===== config.mk =====
export PLATFORM = sky130hd
export DESIGN_NAME = axil_sram_bridge_flat
export DESIGN_NICKNAME = d
export VERILOG_FILES = /design/src/design/axil_sram_pkg.sv /design/src/design/sram_port_if.sv /design/src/design/axil_sram_bridge.sv /design/src/flat_wrapper.sv
export SDC_FILE = /design/constraint.sdc
export NUM_CORES = 1
export LEC_CHECK = 0
export BUFFER_PORTS_ARGS = -buffer_cell sky130_fd_sc_hd__buf_2
export CORE_MARGIN = 4
export CORE_UTILIZATION = 40
export CTS_CLUSTER_DIAMETER = 120
export DETAILED_ROUTE_END_ITERATION = 10
export PLACE_DENSITY_LB_ADDON = 0.12
export SYNTH_ARGS = -nofsm -noshare
export SYNTH_HDL_FRONTEND = slang
export SYNTH_SLANG_ARGS = --single-unit

===== constraint.sdc =====
create_clock -name clk -period 9.82 [get_ports clk]
set_input_delay 0.491 -clock clk [delete_from_list [all_inputs] [get_ports clk]]
set_output_delay 0.491 -clock clk [all_outputs]
set_load 0.01 [all_outputs]

===== src/design/axil_sram_pkg.sv =====
package axil_sram_pkg;

  // AXI-lite response codes, only the two this slave returns
  typedef enum logic [1:0] {
    RESP_OKAY   = 2'b00,
    RESP_SLVERR = 2'b10
  } axil_resp_t;

  // byte address on the AXI side
  localparam int DEFAULT_ADDR_WIDTH = 16;

  localparam int DEFAULT_DATA_WIDTH = 32;

  // SRAM depth in words, keep it a power of two
  localparam int DEFAULT_MEM_WORDS = 256;

endpackage


===== src/design/sram_port_if.sv =====
interface sram_port_if #(
  parameter int WORD_ADDR_WIDTH = 8,
  parameter int DATA_WIDTH      = 32
);

  logic                      cmd_valid;
  logic                      cmd_ready;
  logic [WORD_ADDR_WIDTH-1:0] cmd_addr;
  logic                      cmd_wr_en;
  logic [DATA_WIDTH-1:0]     cmd_wr_data;
  logic [DATA_WIDTH/8-1:0]   cmd_wr_strb;

  // read data only, writes get no response
  logic                      resp_valid;
  logic                      resp_ready;
  logic [DATA_WIDTH-1:0]     resp_rd_data;

  modport host (
    output cmd_valid, cmd_addr, cmd_wr_en, cmd_wr_data, cmd_wr_strb, resp_ready,
    input  cmd_ready, resp_valid, resp_rd_data
  );

  modport mem (
    input  cmd_valid, cmd_addr, cmd_wr_en, cmd_wr_data, cmd_wr_strb, resp_ready,
    output cmd_ready, resp_valid, resp_rd_data
  );

endinterface


===== src/design/axil_sram_bridge.sv =====
module axil_sram_bridge #(
  parameter int ADDR_WIDTH = 16,
  parameter int DATA_WIDTH = 32,
  parameter int MEM_WORDS  = 256
) (
  input  logic                      clk,
  input  logic                      rst_n,

  input  logic [ADDR_WIDTH-1:0]     awaddr,
  input  logic                      awvalid,
  output logic                      awready,
  input  logic [DATA_WIDTH-1:0]     wdata,
  input  logic [DATA_WIDTH/8-1:0]   wstrb,
  input  logic                      wvalid,
  output logic                      wready,
  output axil_sram_pkg::axil_resp_t bresp,
  output logic                      bvalid,
  input  logic                      bready,

  input  logic [ADDR_WIDTH-1:0]     araddr,
  input  logic                      arvalid,
  output logic                      arready,
  output logic [DATA_WIDTH-1:0]     rdata,
  output axil_sram_pkg::axil_resp_t rresp,
  output logic                      rvalid,
  input  logic                      rready,

  sram_port_if.host                 sram
);
  import axil_sram_pkg::*;

  localparam int STRB_WIDTH = DATA_WIDTH / 8;
  localparam int BYTE_BITS  = $clog2(STRB_WIDTH);
  localparam int WORD_WIDTH = ADDR_WIDTH - BYTE_BITS;
  localparam int MEM_AW     = $clog2(MEM_WORDS);
  // one extra bit so a depth filling the whole word space still compares
  localparam logic [WORD_WIDTH:0] MEM_LIMIT = (WORD_WIDTH + 1)'(MEM_WORDS);

  typedef enum logic [2:0] {
    S_IDLE,
    S_COLLECT_WR,
    S_ISSUE,
    S_AWAIT_RD,
    S_RESPOND
  } state_t;

  state_t                state;

  logic [WORD_WIDTH-1:0] aw_word;
  logic [WORD_WIDTH-1:0] ar_word;
  logic [WORD_WIDTH-1:0] wr_word;
  logic [WORD_WIDTH-1:0] addr_q;
  logic [DATA_WIDTH-1:0] wdata_q;
  logic [STRB_WIDTH-1:0] wstrb_q;
  logic                  is_write;
  logic                  cmd_valid_q;

  logic                  aw_done;
  logic                  w_done;
  logic                  prefer_rd;

  logic                  aw_fire;
  logic                  w_fire;
  logic                  ar_fire;
  logic                  cmd_fire;
  logic                  resp_fire;
  logic                  wr_complete;
  logic                  wr_in_range;
  logic                  ar_in_range;
  logic                  wr_pending;
  logic                  rd_turn;
  logic                  wr_turn;

  function automatic logic in_range(input logic [WORD_WIDTH-1:0] word);
    return {1'b0, word} < MEM_LIMIT;
  endfunction

  // word address, byte offset dropped
  assign aw_word = awaddr[ADDR_WIDTH-1:BYTE_BITS];
  assign ar_word = araddr[ADDR_WIDTH-1:BYTE_BITS];

  assign aw_fire   = awvalid && awready;
  assign w_fire    = wvalid && wready;
  assign ar_fire   = arvalid && arready;
  assign cmd_fire  = cmd_valid_q && sram.cmd_ready;
  assign resp_fire = sram.resp_valid && sram.resp_ready;

  // AW may land in the same cycle as the closing W
  assign wr_word     = aw_done ? addr_q : aw_word;
  assign wr_in_range = in_range(wr_word);
  assign ar_in_range = in_range(ar_word);
  assign wr_complete = (state == S_COLLECT_WR) && (aw_done || aw_fire) && (w_done || w_fire);

  // alternate when both sides are waiting
  assign wr_pending = awvalid || wvalid;
  assign rd_turn    = arvalid && (prefer_rd || !wr_pending);
  assign wr_turn    = wr_pending && !rd_turn;

  assign sram.cmd_valid   = cmd_valid_q;
  assign sram.cmd_addr    = addr_q[MEM_AW-1:0];
  assign sram.cmd_wr_en   = is_write;
  assign sram.cmd_wr_data = wdata_q;
  assign sram.cmd_wr_strb = wstrb_q;
  assign sram.resp_ready  = (state == S_AWAIT_RD);

  always_ff @(posedge clk) begin
    if (!rst_n) begin
      state       <= S_IDLE;
      awready     <= 1'b0;
      wready      <= 1'b0;
      arready     <= 1'b0;
      aw_done     <= 1'b0;
      w_done      <= 1'b0;
      cmd_valid_q <= 1'b0;
      bvalid      <= 1'b0;
      rvalid      <= 1'b0;
      prefer_rd   <= 1'b0;
    end else begin
      case (state)
        S_IDLE: begin
          if (ar_fire) begin
            arready   <= 1'b0;
            prefer_rd <= 1'b0;
            if (ar_in_range) begin
              cmd_valid_q <= 1'b1;
              state       <= S_ISSUE;
            end else begin
              rvalid <= 1'b1;
              state  <= S_RESPOND;
            end
          end else if (!arready && wr_turn) begin
            awready   <= 1'b1;
            wready    <= 1'b1;
            prefer_rd <= 1'b1;
            state     <= S_COLLECT_WR;
          end else begin
            arready <= rd_turn;
          end
        end
        S_COLLECT_WR: begin
          if (aw_fire) begin
            awready <= 1'b0;
            aw_done <= 1'b1;
          end
          if (w_fire) begin
            wready <= 1'b0;
            w_done <= 1'b1;
          end
          if (wr_complete) begin
            aw_done <= 1'b0;
            w_done  <= 1'b0;
            if (wr_in_range) begin
              cmd_valid_q <= 1'b1;
              state       <= S_ISSUE;
            end else begin
              bvalid <= 1'b1;
              state  <= S_RESPOND;
            end
          end
        end
        S_ISSUE: begin
          if (cmd_fire) begin
            cmd_valid_q <= 1'b0;
            if (is_write) begin
              bvalid <= 1'b1;
              state  <= S_RESPOND;
            end else begin
              state <= S_AWAIT_RD;
            end
          end
        end
        S_AWAIT_RD: begin
          if (resp_fire) begin
            rvalid <= 1'b1;
            state  <= S_RESPOND;
          end
        end
        S_RESPOND: begin
          if ((bvalid && bready) || (rvalid && rready)) begin
            bvalid <= 1'b0;
            rvalid <= 1'b0;
            state  <= S_IDLE;
          end
        end
        default: state <= S_IDLE;
      endcase
    end
  end

  // captured transaction and response payload
  always_ff @(posedge clk) begin
    if (ar_fire) begin
      addr_q   <= ar_word;
      is_write <= 1'b0;
    end
    if (aw_fire) begin
      addr_q <= aw_word;
    end
    if (state == S_COLLECT_WR) begin
      is_write <= 1'b1;
    end
    if (w_fire) begin
      wdata_q <= wdata;
      wstrb_q <= wstrb;
    end
    if (resp_fire) begin
      rdata <= sram.resp_rd_data;
      rresp <= RESP_OKAY;
    end else if (ar_fire && !ar_in_range) begin
      rdata <= '0;
      rresp <= RESP_SLVERR;
    end
    if (cmd_fire && is_write) begin
      bresp <= RESP_OKAY;
    end else if (wr_complete && !wr_in_range) begin
      bresp <= RESP_SLVERR;
    end
  end

  a_bvalid_hold: assert property (@(posedge clk) disable iff (!rst_n)
    bvalid && !bready |=> bvalid && $stable(bresp));

  a_rvalid_hold: assert property (@(posedge clk) disable iff (!rst_n)
    rvalid && !rready |=> rvalid && $stable(rdata) && $stable(rresp));

  // out-of-range words must never reach the store
  a_cmd_in_range: assert property (@(posedge clk) disable iff (!rst_n)
    sram.cmd_valid |-> in_range(addr_q));

endmodule


===== src/flat_wrapper.sv =====
// flat-port wrapper written by rule: the top's interface ports become plain ports
module axil_sram_bridge_flat import axil_sram_pkg::*;
#(
  parameter int ADDR_WIDTH = 16,
  parameter int DATA_WIDTH = 32,
  parameter int MEM_WORDS  = 256
)
  (clk, rst_n, awaddr, awvalid, awready, wdata, wstrb, wvalid, wready, bresp, bvalid, bready, araddr, arvalid, arready, rdata, rresp, rvalid, rready, sram_cmd_valid, sram_cmd_addr, sram_cmd_wr_en, sram_cmd_wr_data, sram_cmd_wr_strb, sram_resp_ready, sram_cmd_ready, sram_resp_valid, sram_resp_rd_data);
  sram_port_if #(.DATA_WIDTH(DATA_WIDTH)) sram_i ();
  input  logic clk;
  input  logic rst_n;
  input  logic [ADDR_WIDTH-1:0] awaddr;
  input  logic awvalid;
  output logic awready;
  input  logic [DATA_WIDTH-1:0] wdata;
  input  logic [DATA_WIDTH/8-1:0] wstrb;
  input  logic wvalid;
  output logic wready;
  output axil_sram_pkg::axil_resp_t bresp;
  output logic bvalid;
  input  logic bready;
  input  logic [ADDR_WIDTH-1:0] araddr;
  input  logic arvalid;
  output logic arready;
  output logic [DATA_WIDTH-1:0] rdata;
  output axil_sram_pkg::axil_resp_t rresp;
  output logic rvalid;
  input  logic rready;
  output wire logic [$bits(sram_i.cmd_valid)-1:0] sram_cmd_valid;
  output wire logic [$bits(sram_i.cmd_addr)-1:0] sram_cmd_addr;
  output wire logic [$bits(sram_i.cmd_wr_en)-1:0] sram_cmd_wr_en;
  output wire logic [$bits(sram_i.cmd_wr_data)-1:0] sram_cmd_wr_data;
  output wire logic [$bits(sram_i.cmd_wr_strb)-1:0] sram_cmd_wr_strb;
  output wire logic [$bits(sram_i.resp_ready)-1:0] sram_resp_ready;
  input wire logic [$bits(sram_i.cmd_ready)-1:0] sram_cmd_ready;
  input wire logic [$bits(sram_i.resp_valid)-1:0] sram_resp_valid;
  input wire logic [$bits(sram_i.resp_rd_data)-1:0] sram_resp_rd_data;
  assign sram_cmd_valid = sram_i.cmd_valid;
  assign sram_cmd_addr = sram_i.cmd_addr;
  assign sram_cmd_wr_en = sram_i.cmd_wr_en;
  assign sram_cmd_wr_data = sram_i.cmd_wr_data;
  assign sram_cmd_wr_strb = sram_i.cmd_wr_strb;
  assign sram_resp_ready = sram_i.resp_ready;
  assign sram_i.cmd_ready = sram_cmd_ready;
  assign sram_i.resp_valid = sram_resp_valid;
  assign sram_i.resp_rd_data = sram_resp_rd_data;
  axil_sram_bridge #(.ADDR_WIDTH(ADDR_WIDTH), .DATA_WIDTH(DATA_WIDTH), .MEM_WORDS(MEM_WORDS)) u_core (.clk(clk), .rst_n(rst_n), .awaddr(awaddr), .awvalid(awvalid), .awready(awready), .wdata(wdata), .wstrb(wstrb), .wvalid(wvalid), .wready(wready), .bresp(bresp), .bvalid(bvalid), .bready(bready), .araddr(araddr), .arvalid(arvalid), .arready(arready), .rdata(rdata), .rresp(rresp), .rvalid(rvalid), .rready(rready), .sram(sram_i));
endmodule

Yosys cells after proc, flatten, opt, wreduce, memory -nomap -nowiden
Cells that the tools add are included.
- order comparisons: 2
- shifts and indexed selects: 0
- $add $sub $neg: 0
- equality and inequality tests: 20
- reductions and logical operators: 45
- multiplexer cells: 44
- multipliers: 0
- bitwise logic cells: 0
- div/mod/pow operators: 0
- operator list (kind ; number):
    $mux W32 ; 2
    $mux W14 ; 3
    $lt A14 B9 Y1 const B ; 2
    $mux W3 ; 9
    $mux W1 ; 24
    $ne A2 B1 Y1 const B ; 11
    $logic_and A1 B1 Y1 ; 15
    $pmux W3 S5 ; 1
    $reduce_and A6 Y1 ; 2
    $reduce_bool A2 Y1 ; 6
    $reduce_and A5 Y1 ; 2
    $pmux W1 S3 ; 3
    $reduce_bool A3 Y1 ; 3
    $ne A2 B2 Y1 const B ; 4
    $reduce_and A2 Y1 ; 4
    $reduce_and A4 Y1 ; 2
    $eq A3 B2 Y1 const B ; 2
    $logic_not A1 Y1 ; 5
    $logic_or A1 B1 Y1 ; 5
    $pmux W1 S2 ; 2
    $eq A3 B1 Y1 const B ; 1
    $eq A3 B3 Y1 const B ; 1
    $logic_not A3 Y1 ; 1
    $ne A3 B1 Y1 const B ; 1
- ROM bits: 0
- bits in latches: 0
- output and inout port bits: 88
- memory bits (writable): 0
- input bits: 109
- memories: 0
- logic and storage cells: 128
- register bits after elaboration: 97

Depth between registers and ports, before layout
Gate-level depths: netlist (run 1).
- word-level depth: 10
- mapped depth: 6
- mapped depth without buffers: 5

Worst setup path after synthesis (run 1)
Ideal clock, no wire load.
- kind: flip-flop to flip-flop
- start point: register u_core.state[0]
- end point: register u_core.rdata[0] (enable)
- setup slack: 6.364 ns
- period minus slack after synthesis: 3.456 ns
- path buffers: 1
- required time: 9.354 ns
- library setup time: 0.466 ns
- arrival time: 2.990 ns
- stages on the path, launching flop included: 4
- cell sequence: dfxtp_1 clkbuf_1 nand2_1 o21ai_0
- cells in the longest elaborated chain, start to end: 3
- ends and longest elaborated chain (item ; line ; text):
    start: declaration ; axil_sram_bridge.sv:47 ; state_t state;
    start signal: assignment ; axil_sram_bridge.sv:108 ; state <= S_IDLE;
    start signal: assignment ; axil_sram_bridge.sv:126 ; state <= S_ISSUE;
    start signal: assignment ; axil_sram_bridge.sv:129 ; state <= S_RESPOND;
    $eq A3 B2 Y1 ; axil_sram_bridge.sv:104 ; assign sram.resp_ready = (state == S_AWAIT_RD);
    $logic_and A1 B1 Y1 ; axil_sram_bridge.sv:86 ; assign resp_fire = sram.resp_valid && sram.resp_ready;
    $reduce_bool A2 Y1 (no source line) ; n/a ;
    end signal: assignment ; axil_sram_bridge.sv:207 ; rdata <= sram.resp_rd_data;
    end: declaration ; axil_sram_bridge.sv:23 ; output logic [DATA_WIDTH-1:0] rdata,
No other way between the ends.
A chain may end at the register's enable or synchronous reset.

Worst setup path after layout (run 1)
- start point: register u_core.state[1]
- end point: register u_core.rdata[0] (data pin)
- cells in the longest elaborated chain, start to end: 3
- ends and longest elaborated chain (item ; line ; text):
    $eq A3 B2 Y1 ; axil_sram_bridge.sv:104 ;
    $logic_and A1 B1 Y1 ; axil_sram_bridge.sv:86 ;
    $mux W32 ; axil_sram_bridge.sv:206 ; if (resp_fire) begin
No other way between the ends.

==> impl_summary.md, run 1 <==
CTS
The number of hold buffers added after CTS was 0. The clock-pin slew on the worst setup and hold paths is 100 ps. CTS saw 97 sinks.

The TritonCTS clock tree is built. Clock latency on the worst-skew pair, taken at its later pin, is approximately 350 ps. The buffer cell driving the clock tree root is clkbuf_8. The buffer levels on the longest clock path is 2. The total of cells resized after clock tree synthesis is 0. The post-CTS setup buffer count is 0. The number of clock buffers inserted by TritonCTS is 9. The deepest level of the CTS H-tree is 3.

Power
The clock network fraction of design power is 24.8%. The design draws approximately 980 uW. The total power divided by cell area is between 150 and 200 nW/um^2. The net switching fraction of the power is between 20% and 30%. Registers are responsible for between 50% and 60% of the overall power. Internal power comes to a little under 700 uW. The share of total power dissipated in combinational logic is 20.6%. Summed over all nets, the switching power comes to between 200 and 300 uW. Summed over all cells, the static leakage comes to between 2 and 2.5 nW. Across the VDD grid, the largest voltage drop is between 0.09 and 0.1 mV.

Final layout
The area growth from synthesis to layout is 31.8%. Cells fill between 50 and 60% of the core in the end. In the final design database the tool counted 553 nets. The fraction of layout instances using a drive strength above 1 is about half. The finished cells cover 4960 sq um.

Global routing
The number of antenna violations at the first check in global routing is 1. Global routing used roughly 16% of the available tracks across all layers. Entering global routing, the biggest net connects 37 pins. The total congestion overflow after global routing is 0.

The via count of the first global-routing pass is between 2k and 3k. The first-pass GRT wire length is about 14 mm.

Detailed routing
The routed layout has around 2.7k vias. The sum of routed wire length over all layers is slightly above 9 mm. The DRC violation count after routing is 0. Dividing the detail-routed wire length by the instance count gives about 16 um. The number of DRC violations after detailed-routing iteration 0 is between 90 and 100. In this run the remaining antenna-violating nets after routing total 0. After detailed routing, the number of vias per cell comes to about 4.8. The total iterations of the first detailed-routing run is 4.

Placed design
The final HPWL from detailed placement is around 7.1 mm. Summing all placed instances gives a cell area of about 4800 sq um. The number of port buffers is 190. The global placement routability congestion is 0.864.

Setup path
The signal on the critical path passes through nand2b_1 > nor2_1 > buf_4 > and2_1. Of all nets on the critical path, the largest fanout is 19. The kind of cell adding the most delay to the critical path is simple AND/OR/NAND/NOR gates. The worst stage delay on the critical path is approximately 740 ps. Data arrives at the worst endpoint at about 2300 ps. The data required time of the critical path is 10040 ps.

The cell type of the slowest stage on the worst timing path is nor2_1. The type of origin of the critical path is a flip-flop. The type of the worst setup path is reg -> reg. STA classifies the critical path endpoint as a flip-flop.

Counting both buffers and inverters, the worst setup path holds a total of 1.

Timing
The final hold violation count is 0. The post-layout minimum cycle time is ~2100 ps. The worst clock skew is approximately 10 ps. Setup repair after global routing left no endpoint under its margin. The transition at the pin with the smallest max-transition slack is around 900 ps.

The count of pins over their slew limit is 0. Dividing the final minimum period by the clock period gives 21.5%. The fmax is about 470 MHz. Summed over all failing endpoints, the final setup total negative slack is 0 ps. Headroom to the max-slew limit came out at 39.8%.

Setup violations remaining at the end of the flow were counted as 0. Final hold analysis gives a worst-case slack of 304 ps.

Synth
The flip-flop and latch count after synthesis is 97. The sequential fraction of the synthesis area is 73.4%. The synthesized design devotes to its leading area cell type 65.4% of total area.

The number of enable-type register cells in the synthesized netlist is between 80 and 90. The most area-hungry cell type in the Yosys netlist is edfxtp_1. The synthesized netlist cell count is around 260. During synthesis, Yosys emitted a total of 0 warnings. After synthesis, the cell types taking the most area are edfxtp_1, dfxtp_1, and2_1.

The cell area that synthesis handed to floorplanning was 3760 sq um. Yosys mapped the design onto 40 distinct sky130hd cell types. The async set-reset flop share out of synthesis is 0%. The mean area per synthesized cell is approximately 15 sq um.

The leading register cell type out of synthesis is edfxtp_1.

Outcome
The flow ran to the end, and the final reports show no timing, DRC or antenna violations.

Floorplan
between 150 and 200 I/O pins were placed. Once the floorplan was initialized, standard cells occupied 40.9% of the core. The die covers 11000 sq um. The floorplan row count is 35. The height of the chip is ~100 um. After floorplanning, the core was sized to cover about 9000 sq um. From left edge to right edge, the die measures 105 um.

Flow run
The number of max-cap violations is 0.

Hold path
The path category of the worst min-delay check is in -> reg.
synth_stat cells (2+ instances only):
cell type and instances:
edfxtp_1 82, clkbuf_1 5, a21oi_1 11, nor4_1 3, dfxtp_1 15, and3_1 2, nor3_1 4, and2_1 36
buf_4 10, o21bai_1 2, a31oi_1 2, nand3_1 4, o21ai_0 6, nor2_1 13, o31ai_1 2, nand2_1 18
a211oi_1 2, inv_1 4, mux2_2 14
final timing paths:
path                                                   start                                    to  slack, ps  cells past startpoint
worst max register to register  u_core.state[1]$_SDFFE_PN0P_         u_core.rdata[0]$_SDFFCE_PN0P_       7710                      4
worst min-delay path                                wdata[2]  u_core.sram.cmd_wr_data[2]$_DFFE_PP_        300                      1
worst min register to register  u_core.rresp[1]$_SDFFE_PP0P_          u_core.rresp[1]$_SDFFE_PP0P_        450                      2
worst max-delay path            u_core.state[1]$_SDFFE_PN0P_         u_core.rdata[0]$_SDFFCE_PN0P_       7710                      4
kinds of logic (layout without fill, tap and decap cells):
logic type	after synthesis	after routing	share of synthesized area [%]
flops	97	97	73.4
simple gates	88	88	12.8
mux	14	14	4.19
compound gates	35	35	6.12
buf+inv	21	213	3.33
other cells	1	3	0.0997
state kept, by name, summed over array words and instances (netlist names):
name                     count
u_core.sram.cmd_wr_en        1
u_core.rresp                 1
u_core.bresp                 1
u_core.arready               1
u_core.sram.cmd_wr_data     32
u_core.rvalid                1
u_core.bvalid                1
u_core.wready                1
u_core.state                 3
u_core.rdata                32
u_core.sram.cmd_wr_strb      4
u_core.awready               1
u_core.aw_done               1
u_core.addr_q               14
u_core.prefer_rd             1
u_core.sram.cmd_valid        1
u_core.w_done                1
cell type report:
class                           count  area, sq um
Timing Repair Buffer              193          973
Fill cell                         850         4240
Tap cell                          111          139
Inverter                            4         15.0
Sequential cell                    97         2760
Clock inverter                      7         61.3
Antenna cell                        1         2.50
Clock buffer                        9          124
Multi-Input combinational cell    139          882
power groups by stage:
stage,Sequential [mW],Clock (mW),Combinational (mW)
finish,0.536,0.243,0.202
global placement,0.545,0,0.201
CTS,0.537,0.255,0.204
floorplan,0.559,0,0.112
detailed placement,0.547,0,0.204
global route,0.543,0.275,0.222
per-stage QoR:
step	instances	setup WS, ps
global placement	544	7750
detailed placement	544	7690
finish	561	7710
CTS	560	7690
floorplan	257	6360
global route	561	7450
placed cells by master, fill, tap and decap left out, types with 2 or more instances in the layout:
cell type,Yosys,routed
o31ai_1,2,2
mux2_2,14,14
nand3_1,4,4
a211oi_1,2,2
and3_1,2,2
a31oi_1,2,2
nor3_1,4,4
o21ai_0,6,5
inv_8,0,2
clkinv_4,0,2
edfxtp_1,82,82
o21bai_1,2,2
buf_2,1,190
nand2_1,18,18
inv_1,4,4
nor4_1,3,3
buf_4,10,3
and2_1,36,36
conb_1,1,2
clkbuf_8,0,9
a21oi_1,11,11
dfxtp_1,15,15
nor2_1,13,13
per-layer routing:
layer	vias up	part of all wire [%]	track usage, %	routed length, um
li1	1302	-	-	-
met1	1245	38	18.1	3510
met2	116	52	28.7	4750
met3	15	7.9	4.76	717
met4	0	1.7	7.22	156
met5	-	0	0	0
worst register-to-register path: stages (launching register included):
cell and delay, ps:
dfxtp_1 540, nand2b_1 230, nor2_1 740, buf_4 320
and2_1 150
No activity file was read; power rests on OpenSTA's default activity.
==> inputs of run 2 (changes only) <==
--- a/config.mk
+++ b/config.mk
@@ -5,6 +5,7 @@
 export SDC_FILE = /design/constraint.sdc
 export NUM_CORES = 1
 export LEC_CHECK = 0
+export ABC_AREA = 1
 export BUFFER_PORTS_ARGS = -buffer_cell sky130_fd_sc_hd__buf_2
 export CORE_MARGIN = 4
 export CORE_UTILIZATION = 40
==> constraint.sdc (replaced) <==
create_clock -name clk -period 1.8 [get_ports clk]
set_input_delay 0.09 -clock clk [delete_from_list [all_inputs] [get_ports clk]]
set_output_delay 0.09 -clock clk [all_outputs]
set_load 0.01 [all_outputs]
==> run 2 against run 1 <==
  * Area after synthesis up 4.9%
  * Sequential share of layout area down 7.9 points
  * Combinational power rose to 8.8 times the previous value
  * Power rose to 6.2 times the previous value
  * Sequential power rose to 5.6 times the previous value
  * Die area up 4.5%
  * Synthesized cell count up 45%
  * Critical path type unchanged
==> impl_summary.md, run 2 <==
Global routing
The number of antenna violations at the first check in global routing came to 0 (was 1). The via count of the first global-routing pass is 3297 (was 2649). The fraction of met3 tracks used by global routing is 3.36% (was 4.76%).

The global-route total usage across every layer is 17.8% (was 16.3%). The met1 usage was 20.1% (was 18.1%). The first-pass GRT wire length is 16.0 mm (was 13.9 mm). The met2 track utilization from global routing is 33.2% (was 28.7%).

The busiest metal layer after global routing was met2 (unchanged). The total congestion overflow after global routing is 0 (unchanged). The pin count of the biggest net entering global routing is 38 (was 37).

Synth
The synthesized area was 3950 sq um (was 3760 sq um). The synthesized netlist cell count came to 370 (was 256). The async set-reset flop share out of synthesis is 0% (unchanged). The most numerous cell in the Yosys netlist is nand2_1 (was edfxtp_1). The number of enable-type register cells in the synthesized netlist was 82 (unchanged). Biggest area contributors in the synthesized netlist: edfxtp_1, nand2_1, dfxtp_1 (was edfxtp_1, dfxtp_1, and2_1). The number of warnings issued by yosys was 0 (unchanged).

The mean area per synthesized cell came to 10.7 sq um (was 14.7 sq um). The distinct cell type count of the synthesized netlist is 26 (was 40). The leading register cell type out of synthesis was edfxtp_1 (unchanged). The sequential fraction of the synthesis area is 70.0% (was 73.4%).

The most area-hungry cell type in the Yosys netlist was edfxtp_1 (unchanged). The share of the synthesized area in the top cell type is 62.4% (was 65.4%). The flip-flop and latch count after synthesis was 97 (unchanged). Top cells by instance count after synthesis: nand2_1, edfxtp_1, nor2_1 (was edfxtp_1, and2_1, nand2_1).

Power
The standby leakage power came to 2.82 nW (was 2.05 nW). The total power draw is 6.11 mW (was 981 uW). The total power divided by cell area is 1060 nW/um^2 (was 198 nW/um^2).

The worst vdd rail ir drop was 0.648 mV (was 0.0949 mV).

Timing
The final hold violation count is 0 (unchanged). The count of pins over their slew limit is 0 (unchanged). The period utilization came to 84.0% (was 21.5%). The post-layout minimum cycle time is 1510 ps (was 2110 ps).

The worst clock skew is 7.95 ps (was 10.5 ps). The aggregate negative setup slack was 0 ps (unchanged). The total setup violations reported at the end of the flow is 0 (unchanged). Setup repair after global routing missed its margin: false (unchanged).

The fmax is 661 MHz (was 474 MHz).

CTS
The post-CTS setup buffer count is 0 (unchanged). The total clock sinks was 97 (unchanged). The clock latency on the worst-skew pair is 350 ps (about the same). The clock-pin slew on the worst setup and hold paths is 100 ps (about the same). The TritonCTS clock tree is built (unchanged). The deepest level of the CTS H-tree is 3 (unchanged). The buffer levels on the longest clock path came to 2 (unchanged). The buffer cell driving the clock tree root is clkbuf_8 (unchanged).

The number of clock buffers inserted by TritonCTS is 9 (unchanged).

Final layout
The post-layout net count is 726 (was 553). The leading cell type in the layout, fill and taps excluded is buf_2 (unchanged). The fraction of layout instances using a drive strength above 1 is 36.3% (was 51.0%). Most used cells in the layout excluding fill and tap cells: buf_2, nand2_1, edfxtp_1, nor2_1, inv_1 (was buf_2, edfxtp_1, and2_1, nand2_1, dfxtp_1). The number of standard cells in the final layout excluding fillers was 751 (was 561).

The synthesis-to-layout area growth was 46.4% (was 31.8%). The final core utilization is 61.4% (was 53.9%). The diode insertion count for antenna repair is 0 (was 1).

Detailed routing
The number of DRC violations after detailed-routing iteration 0 is 110 (was 98). The count of nets left with antenna violations after detail routing is 0 (unchanged). The routed length per instance was 13.7 um (was 16.3 um).

The per-cell via count in the routed design is 4.38 (was 4.77). The DRC violation count after routing is 0 (unchanged). The total iterations of the first detailed-routing run is 4 (unchanged). The total vias in the final route came to 3288 (was 2678). The sum of routed wire length over all layers is 10.3 mm (was 9.13 mm).

Floorplan
The count of pins on the block boundary was 197 (unchanged). The area of the placeable core came to 9420 sq um (was 9200 sq um). The initial core utilization is 41.9% (was 40.9%). The floorplan row count was 35 (unchanged). The overall die width is 107 um (was 105 um). The die area was 11500 sq um (was 11000 sq um). The height of the chip is 107 um (was 105 um).

Setup path
The type of origin of the critical path is a flip-flop (unchanged). The largest fanout on the critical path is 13 (was 19). The type of the worst setup path is reg -> reg (unchanged). The data required time of the critical path is 1870 ps (was 10040 ps). The endpoint kind of the worst setup timing path is a flip-flop (unchanged). The data arrival time of the critical path is 1580 ps (was 2330 ps).

Placed design
The number of port buffers was 190 (unchanged). The global placement routability congestion is 0.938 (was 0.864). The final HPWL from detailed placement is 7.37 mm (was 7.06 mm). The placed instance count is 680 (was 544).

Flow run
The number of max-cap violations is 0 (unchanged).

Hold path
The path category of the worst min-delay check is in -> reg (unchanged).

Outcome
Run status: finished, final reports clean (unchanged).
## run 2: kinds of logic after synthesis
family | share of synthesized area (%)
AO/OA/AOI/OAI | 3.61
buffers and inverters | 8.53
flip-flops | 70.0
other | 0.0950
AND/OR/NAND/NOR | 17.8
## run 2: worst paths after layout
kind,from,slack (ps),cells past startpoint,endpoint
hold / removal,awvalid,20,4,u_core.awready$_SDFFE_PN0P_
hold reg to reg,u_core.awready$_SDFFE_PN0P_,480,2,u_core.awready$_SDFFE_PN0P_
setup reg to reg,u_core.state[0]$_SDFFE_PN0P_,290,5,u_core.rdata[29]$_SDFFCE_PN0P_
setup / recovery,u_core.state[0]$_SDFFE_PN0P_,290,5,u_core.rdata[29]$_SDFFCE_PN0P_
## run 2: final cells by class
type,instances,area (sq um)
Multi-Input combinational cell,196,855
Clock buffer,9,124
Tap cell,129,161
Clock inverter,7,61.3
Inverter,62,233
Fill cell,813,3630
Sequential cell,97,2760
Timing Repair Buffer,251,1580
## run 2: per-layer routing
metal  share of wire, %  vias up
li1                   -     1668
met4                1.7        0
met1                 38     1473
met2                 53      132
met3                7.4       15
met5                  0        -
## run 2: repair_timing
action                                 4_1_cts  5_1_grt
endpoints found under the hold margin       50        0
resized for setup                            0        0
hold buffers                                55        0
## run 2: worst max-delay path, cell delays in order, from the launching register on
cell and delay (ps):
dfxtp_1 450, nand3_1 160, inv_1 150, nand2_2 70, nand2_2 210, buf_12 180
## run 2: report_power, final
group          switching (mW)  total (mW)  internal (mW)
clock                   0.806        1.34          0.533
combinational            1.07        1.77          0.703
sequential              0.146        3.00           2.86
total                    2.02        6.11           4.09
## run 2: metrics by stage
| stage | hold WS [ps] | setup slack [ps] | cell area [sq um] |
|---|---|---|---|
| 6_report | 19.9 | 287 | 5780 |
| 2_1_floorplan | 181 | 37.8 | 3950 |
| 3_5_place_dp | 268 | 299 | 5040 |
| 4_1_cts | 1.22 | 278 | 5780 |
| 3_3_place_gp | 267 | 328 | 5040 |
| 5_1_grt | 21.8 | 163 | 5780 |
==> inputs of run 3 (changes only) <==
==> constraint.sdc (replaced) <==
create_clock -name clk -period 1.25 [get_ports clk]
set_input_delay 0.0625 -clock clk [delete_from_list [all_inputs] [get_ports clk]]
set_output_delay 0.0625 -clock clk [all_outputs]
set_load 0.01 [all_outputs]
==> run 3 against run 2 <==
  * Sequential power grew 46%
  * Via count rose by 7.1%
  * The run now ends with setup timing left
  * Highest routed layer unchanged
  * Sequential share of layout area fell by 5.0 points
  * Clock power rose by 56%
  * First-iteration DRC count is 4.5% lower
==> impl_summary.md, run 3 (synthesized netlist as in run 2, its figures left out) <==
Floorplan
The initial core utilization is 41.9% (unchanged). The count of pins on the block boundary is 197 (unchanged). The overall die width is 107 um (unchanged). The height of the chip is 107 um (unchanged). The area of the placeable core came to 9420 sq um (unchanged).

The floorplan row count was 35 (unchanged). The die area is 11500 sq um (unchanged).

Final layout
The final instance area is 6490 sq um (was 5780 sq um). The diode insertion count for antenna repair was 0 (unchanged). The leading cell type in the layout, fill and taps excluded was buf_2 (unchanged). The post-layout net count is 772 (was 726). The count of fill cells added during filler insertion is 730 (was 813). Most used cells in the layout excluding fill and tap cells: buf_2, edfxtp_1, dlygate4sd3_1, nand2_1, inv_1 (was buf_2, nand2_1, edfxtp_1, nor2_1, inv_1). The final core utilization was 69.0% (was 61.4%). The fraction of layout instances using a drive strength above 1 came to 43.0% (was 36.3%).

The synthesis-to-layout area growth came to 64.5% (was 46.4%).

CTS
The clock-pin slew on the worst setup and hold paths is 100 ps (about the same). The clock latency on the worst-skew pair was 350 ps (about the same). The deepest level of the CTS H-tree is 3 (unchanged). The total clock sinks was 97 (unchanged).

The number of clock buffers inserted by TritonCTS is 9 (unchanged). The TritonCTS clock tree is built (unchanged). The buffer cell driving the clock tree root was clkbuf_8 (unchanged).

The buffer levels on the longest clock path is 2 (unchanged).

Setup path
The data required time of the critical path came to 1500 ps (was 1870 ps). The largest fanout on the critical path is 3 (was 13). The endpoint kind of the worst setup timing path was a flip-flop (unchanged). The data arrival time of the critical path was 1510 ps (was 1580 ps). The type of origin of the critical path is an input pin (was flip-flop). The type of the worst setup path is in -> reg (was reg -> reg).

Placed design
The global placement routability congestion is 0.885 (was 0.938). The post-place instance area came to 5160 sq um (was 5040 sq um). The pre-CTS setup slack was -40.6 ps (was 299 ps). The number of port buffers is 190 (unchanged). The final HPWL from detailed placement is 7.78 mm (was 7.37 mm).

Global routing
The via count of the first global-routing pass came to 3608 (was 3297). The number of antenna violations at the first check in global routing is 0 (unchanged). The total congestion overflow after global routing was 0 (unchanged). The pin count of the biggest net entering global routing is 22 (was 38). The global-route total usage across every layer was 19.5% (was 17.8%). The first-pass GRT wire length is 17.5 mm (was 16.0 mm).

Detailed routing
The DRC violation count after routing is 0 (unchanged). The total vias in the final route is 3523 (was 3288). The routed length per instance was 14.3 um (was 13.7 um). The total iterations of the first detailed-routing run came to 5 (was 4).

The per-cell via count in the routed design is 4.42 (was 4.38). The number of DRC violations after detailed-routing iteration 0 is 105 (was 110). The count of nets left with antenna violations after detail routing was 0 (unchanged). The sum of routed wire length over all layers is 11.4 mm (was 10.3 mm).

Power
The worst vdd rail ir drop is 1.14 mV (was 0.648 mV). The total power draw is 9.74 mW (was 6.11 mW). The standby leakage power is 3.06 nW (was 2.82 nW). The total power divided by cell area is 1500 nW/um^2 (was 1060 nW/um^2).

Flow run
The number of max-cap violations came to 0 (unchanged).

Timing
The worst clock skew is 5.16 ps (was 7.95 ps). The final worst slack was -9.21 ps (was 287 ps). Subtracting the final worst setup slack from the clock period gives ~1300 ps. Static timing analysis puts the maximum clock frequency at between 700 and 800 MHz. The total setup violations reported at the end of the flow is 1 (was 0). The aggregate negative setup slack is -9.21 ps (was 0 ps).

The period utilization is 101%. The count of pins over their slew limit came to 0 (unchanged). Setup repair after global routing missed its margin: true (was false).

The final hold violation count came to 0 (unchanged).

Outcome
The final reports fail on setup timing. Run status: finished with violations (was finished, final reports clean).

Hold path
The path category of the worst min-delay check is in -> reg (unchanged).
[run 3: cell types whose count changed in the layout (fill, tap and decap cells not counted), sizes merged]
cell         before  now
bufinv            0    1
nand2            89   92
clkbuf            9   10
buf             196  212
clkinv            3    2
dlygate4sd3      55   81
inv              66   61
clkinvlp          0    5
[run 3: worst max-delay path, cell delays in order]
cell           delay (ps)
dlygate4sd3_1         550
buf_2                 140
nor3_1                200
nand2_1               100
nand3_1               130
inv_1                  50
nor2_1                120
nand2_1                60
nand2_1                60
nor2_1                 40
[run 3: cell type report]
cell class                 instances  area (sq um)  area share [%]
tap                              129           161            2.49
sequential                        97          2780            42.8
clock buffer                      10           128            1.97
timing repair buffer             293          1990            30.7
timing repair inverter             1          7.51           0.116
clock inverter                     6          75.1            1.16
inverter                          62           259            3.99
multi-input combinational        199          1090            16.9
[run 3: path summary, 6_finish.rpt]
check / from / endpoint / slack [ps] / cells past startpoint
worst max-delay path: awaddr[12] / u_core.state[2]$_SDFFE_PN0P_ / -9 / 10
worst min-delay path: sram_resp_rd_data[6] / u_core.rdata[6]$_SDFFCE_PN0P_ / 20 / 3
worst max register to register: u_core.state[2]$_SDFFE_PN0P_ / u_core.state[2]$_SDFFE_PN0P_ / 10 / 9
worst min register to register: u_core.bvalid$_SDFFE_PN0P_ / u_core.bvalid$_SDFFE_PN0P_ / 480 / 2
[run 3: where the power goes]
part / switching (mW) / internal [mW]
logic: 1.86 / 1.40
registers: 0.247 / 4.14
clock network: 1.13 / 0.956
[run 3: through the flow]
stage / hold slack [ps] / cells
finish: 21.7 / 797
global route: 12.4 / 797
CTS: 2.12 / 790
detailed placement: 241 / 691
global placement: 240 / 691
floorplan: 154 / 371
[run 3: repair_timing]
item,in CTS,in global routing
setup endpoints to repair,25,79
pin swaps,2,8
hold buffers,81,0
setup buffers,0,5
gates resized for setup,13,52
hold endpoints to repair,73,0
gates cloned,2,2
[run 3: routing by layer]
| metal | vias up | GRT usage, % | routed length (um) |
|---|---|---|---|
| met5 | - | 0 | 0 |
| met4 | 0 | 5.41 | 229 |
| met3 | 15 | 4.92 | 838 |
| met2 | 129 | 36.6 | 5950 |
| met1 | 1620 | 21.7 | 4420 |
| li1 | 1759 | - | - |
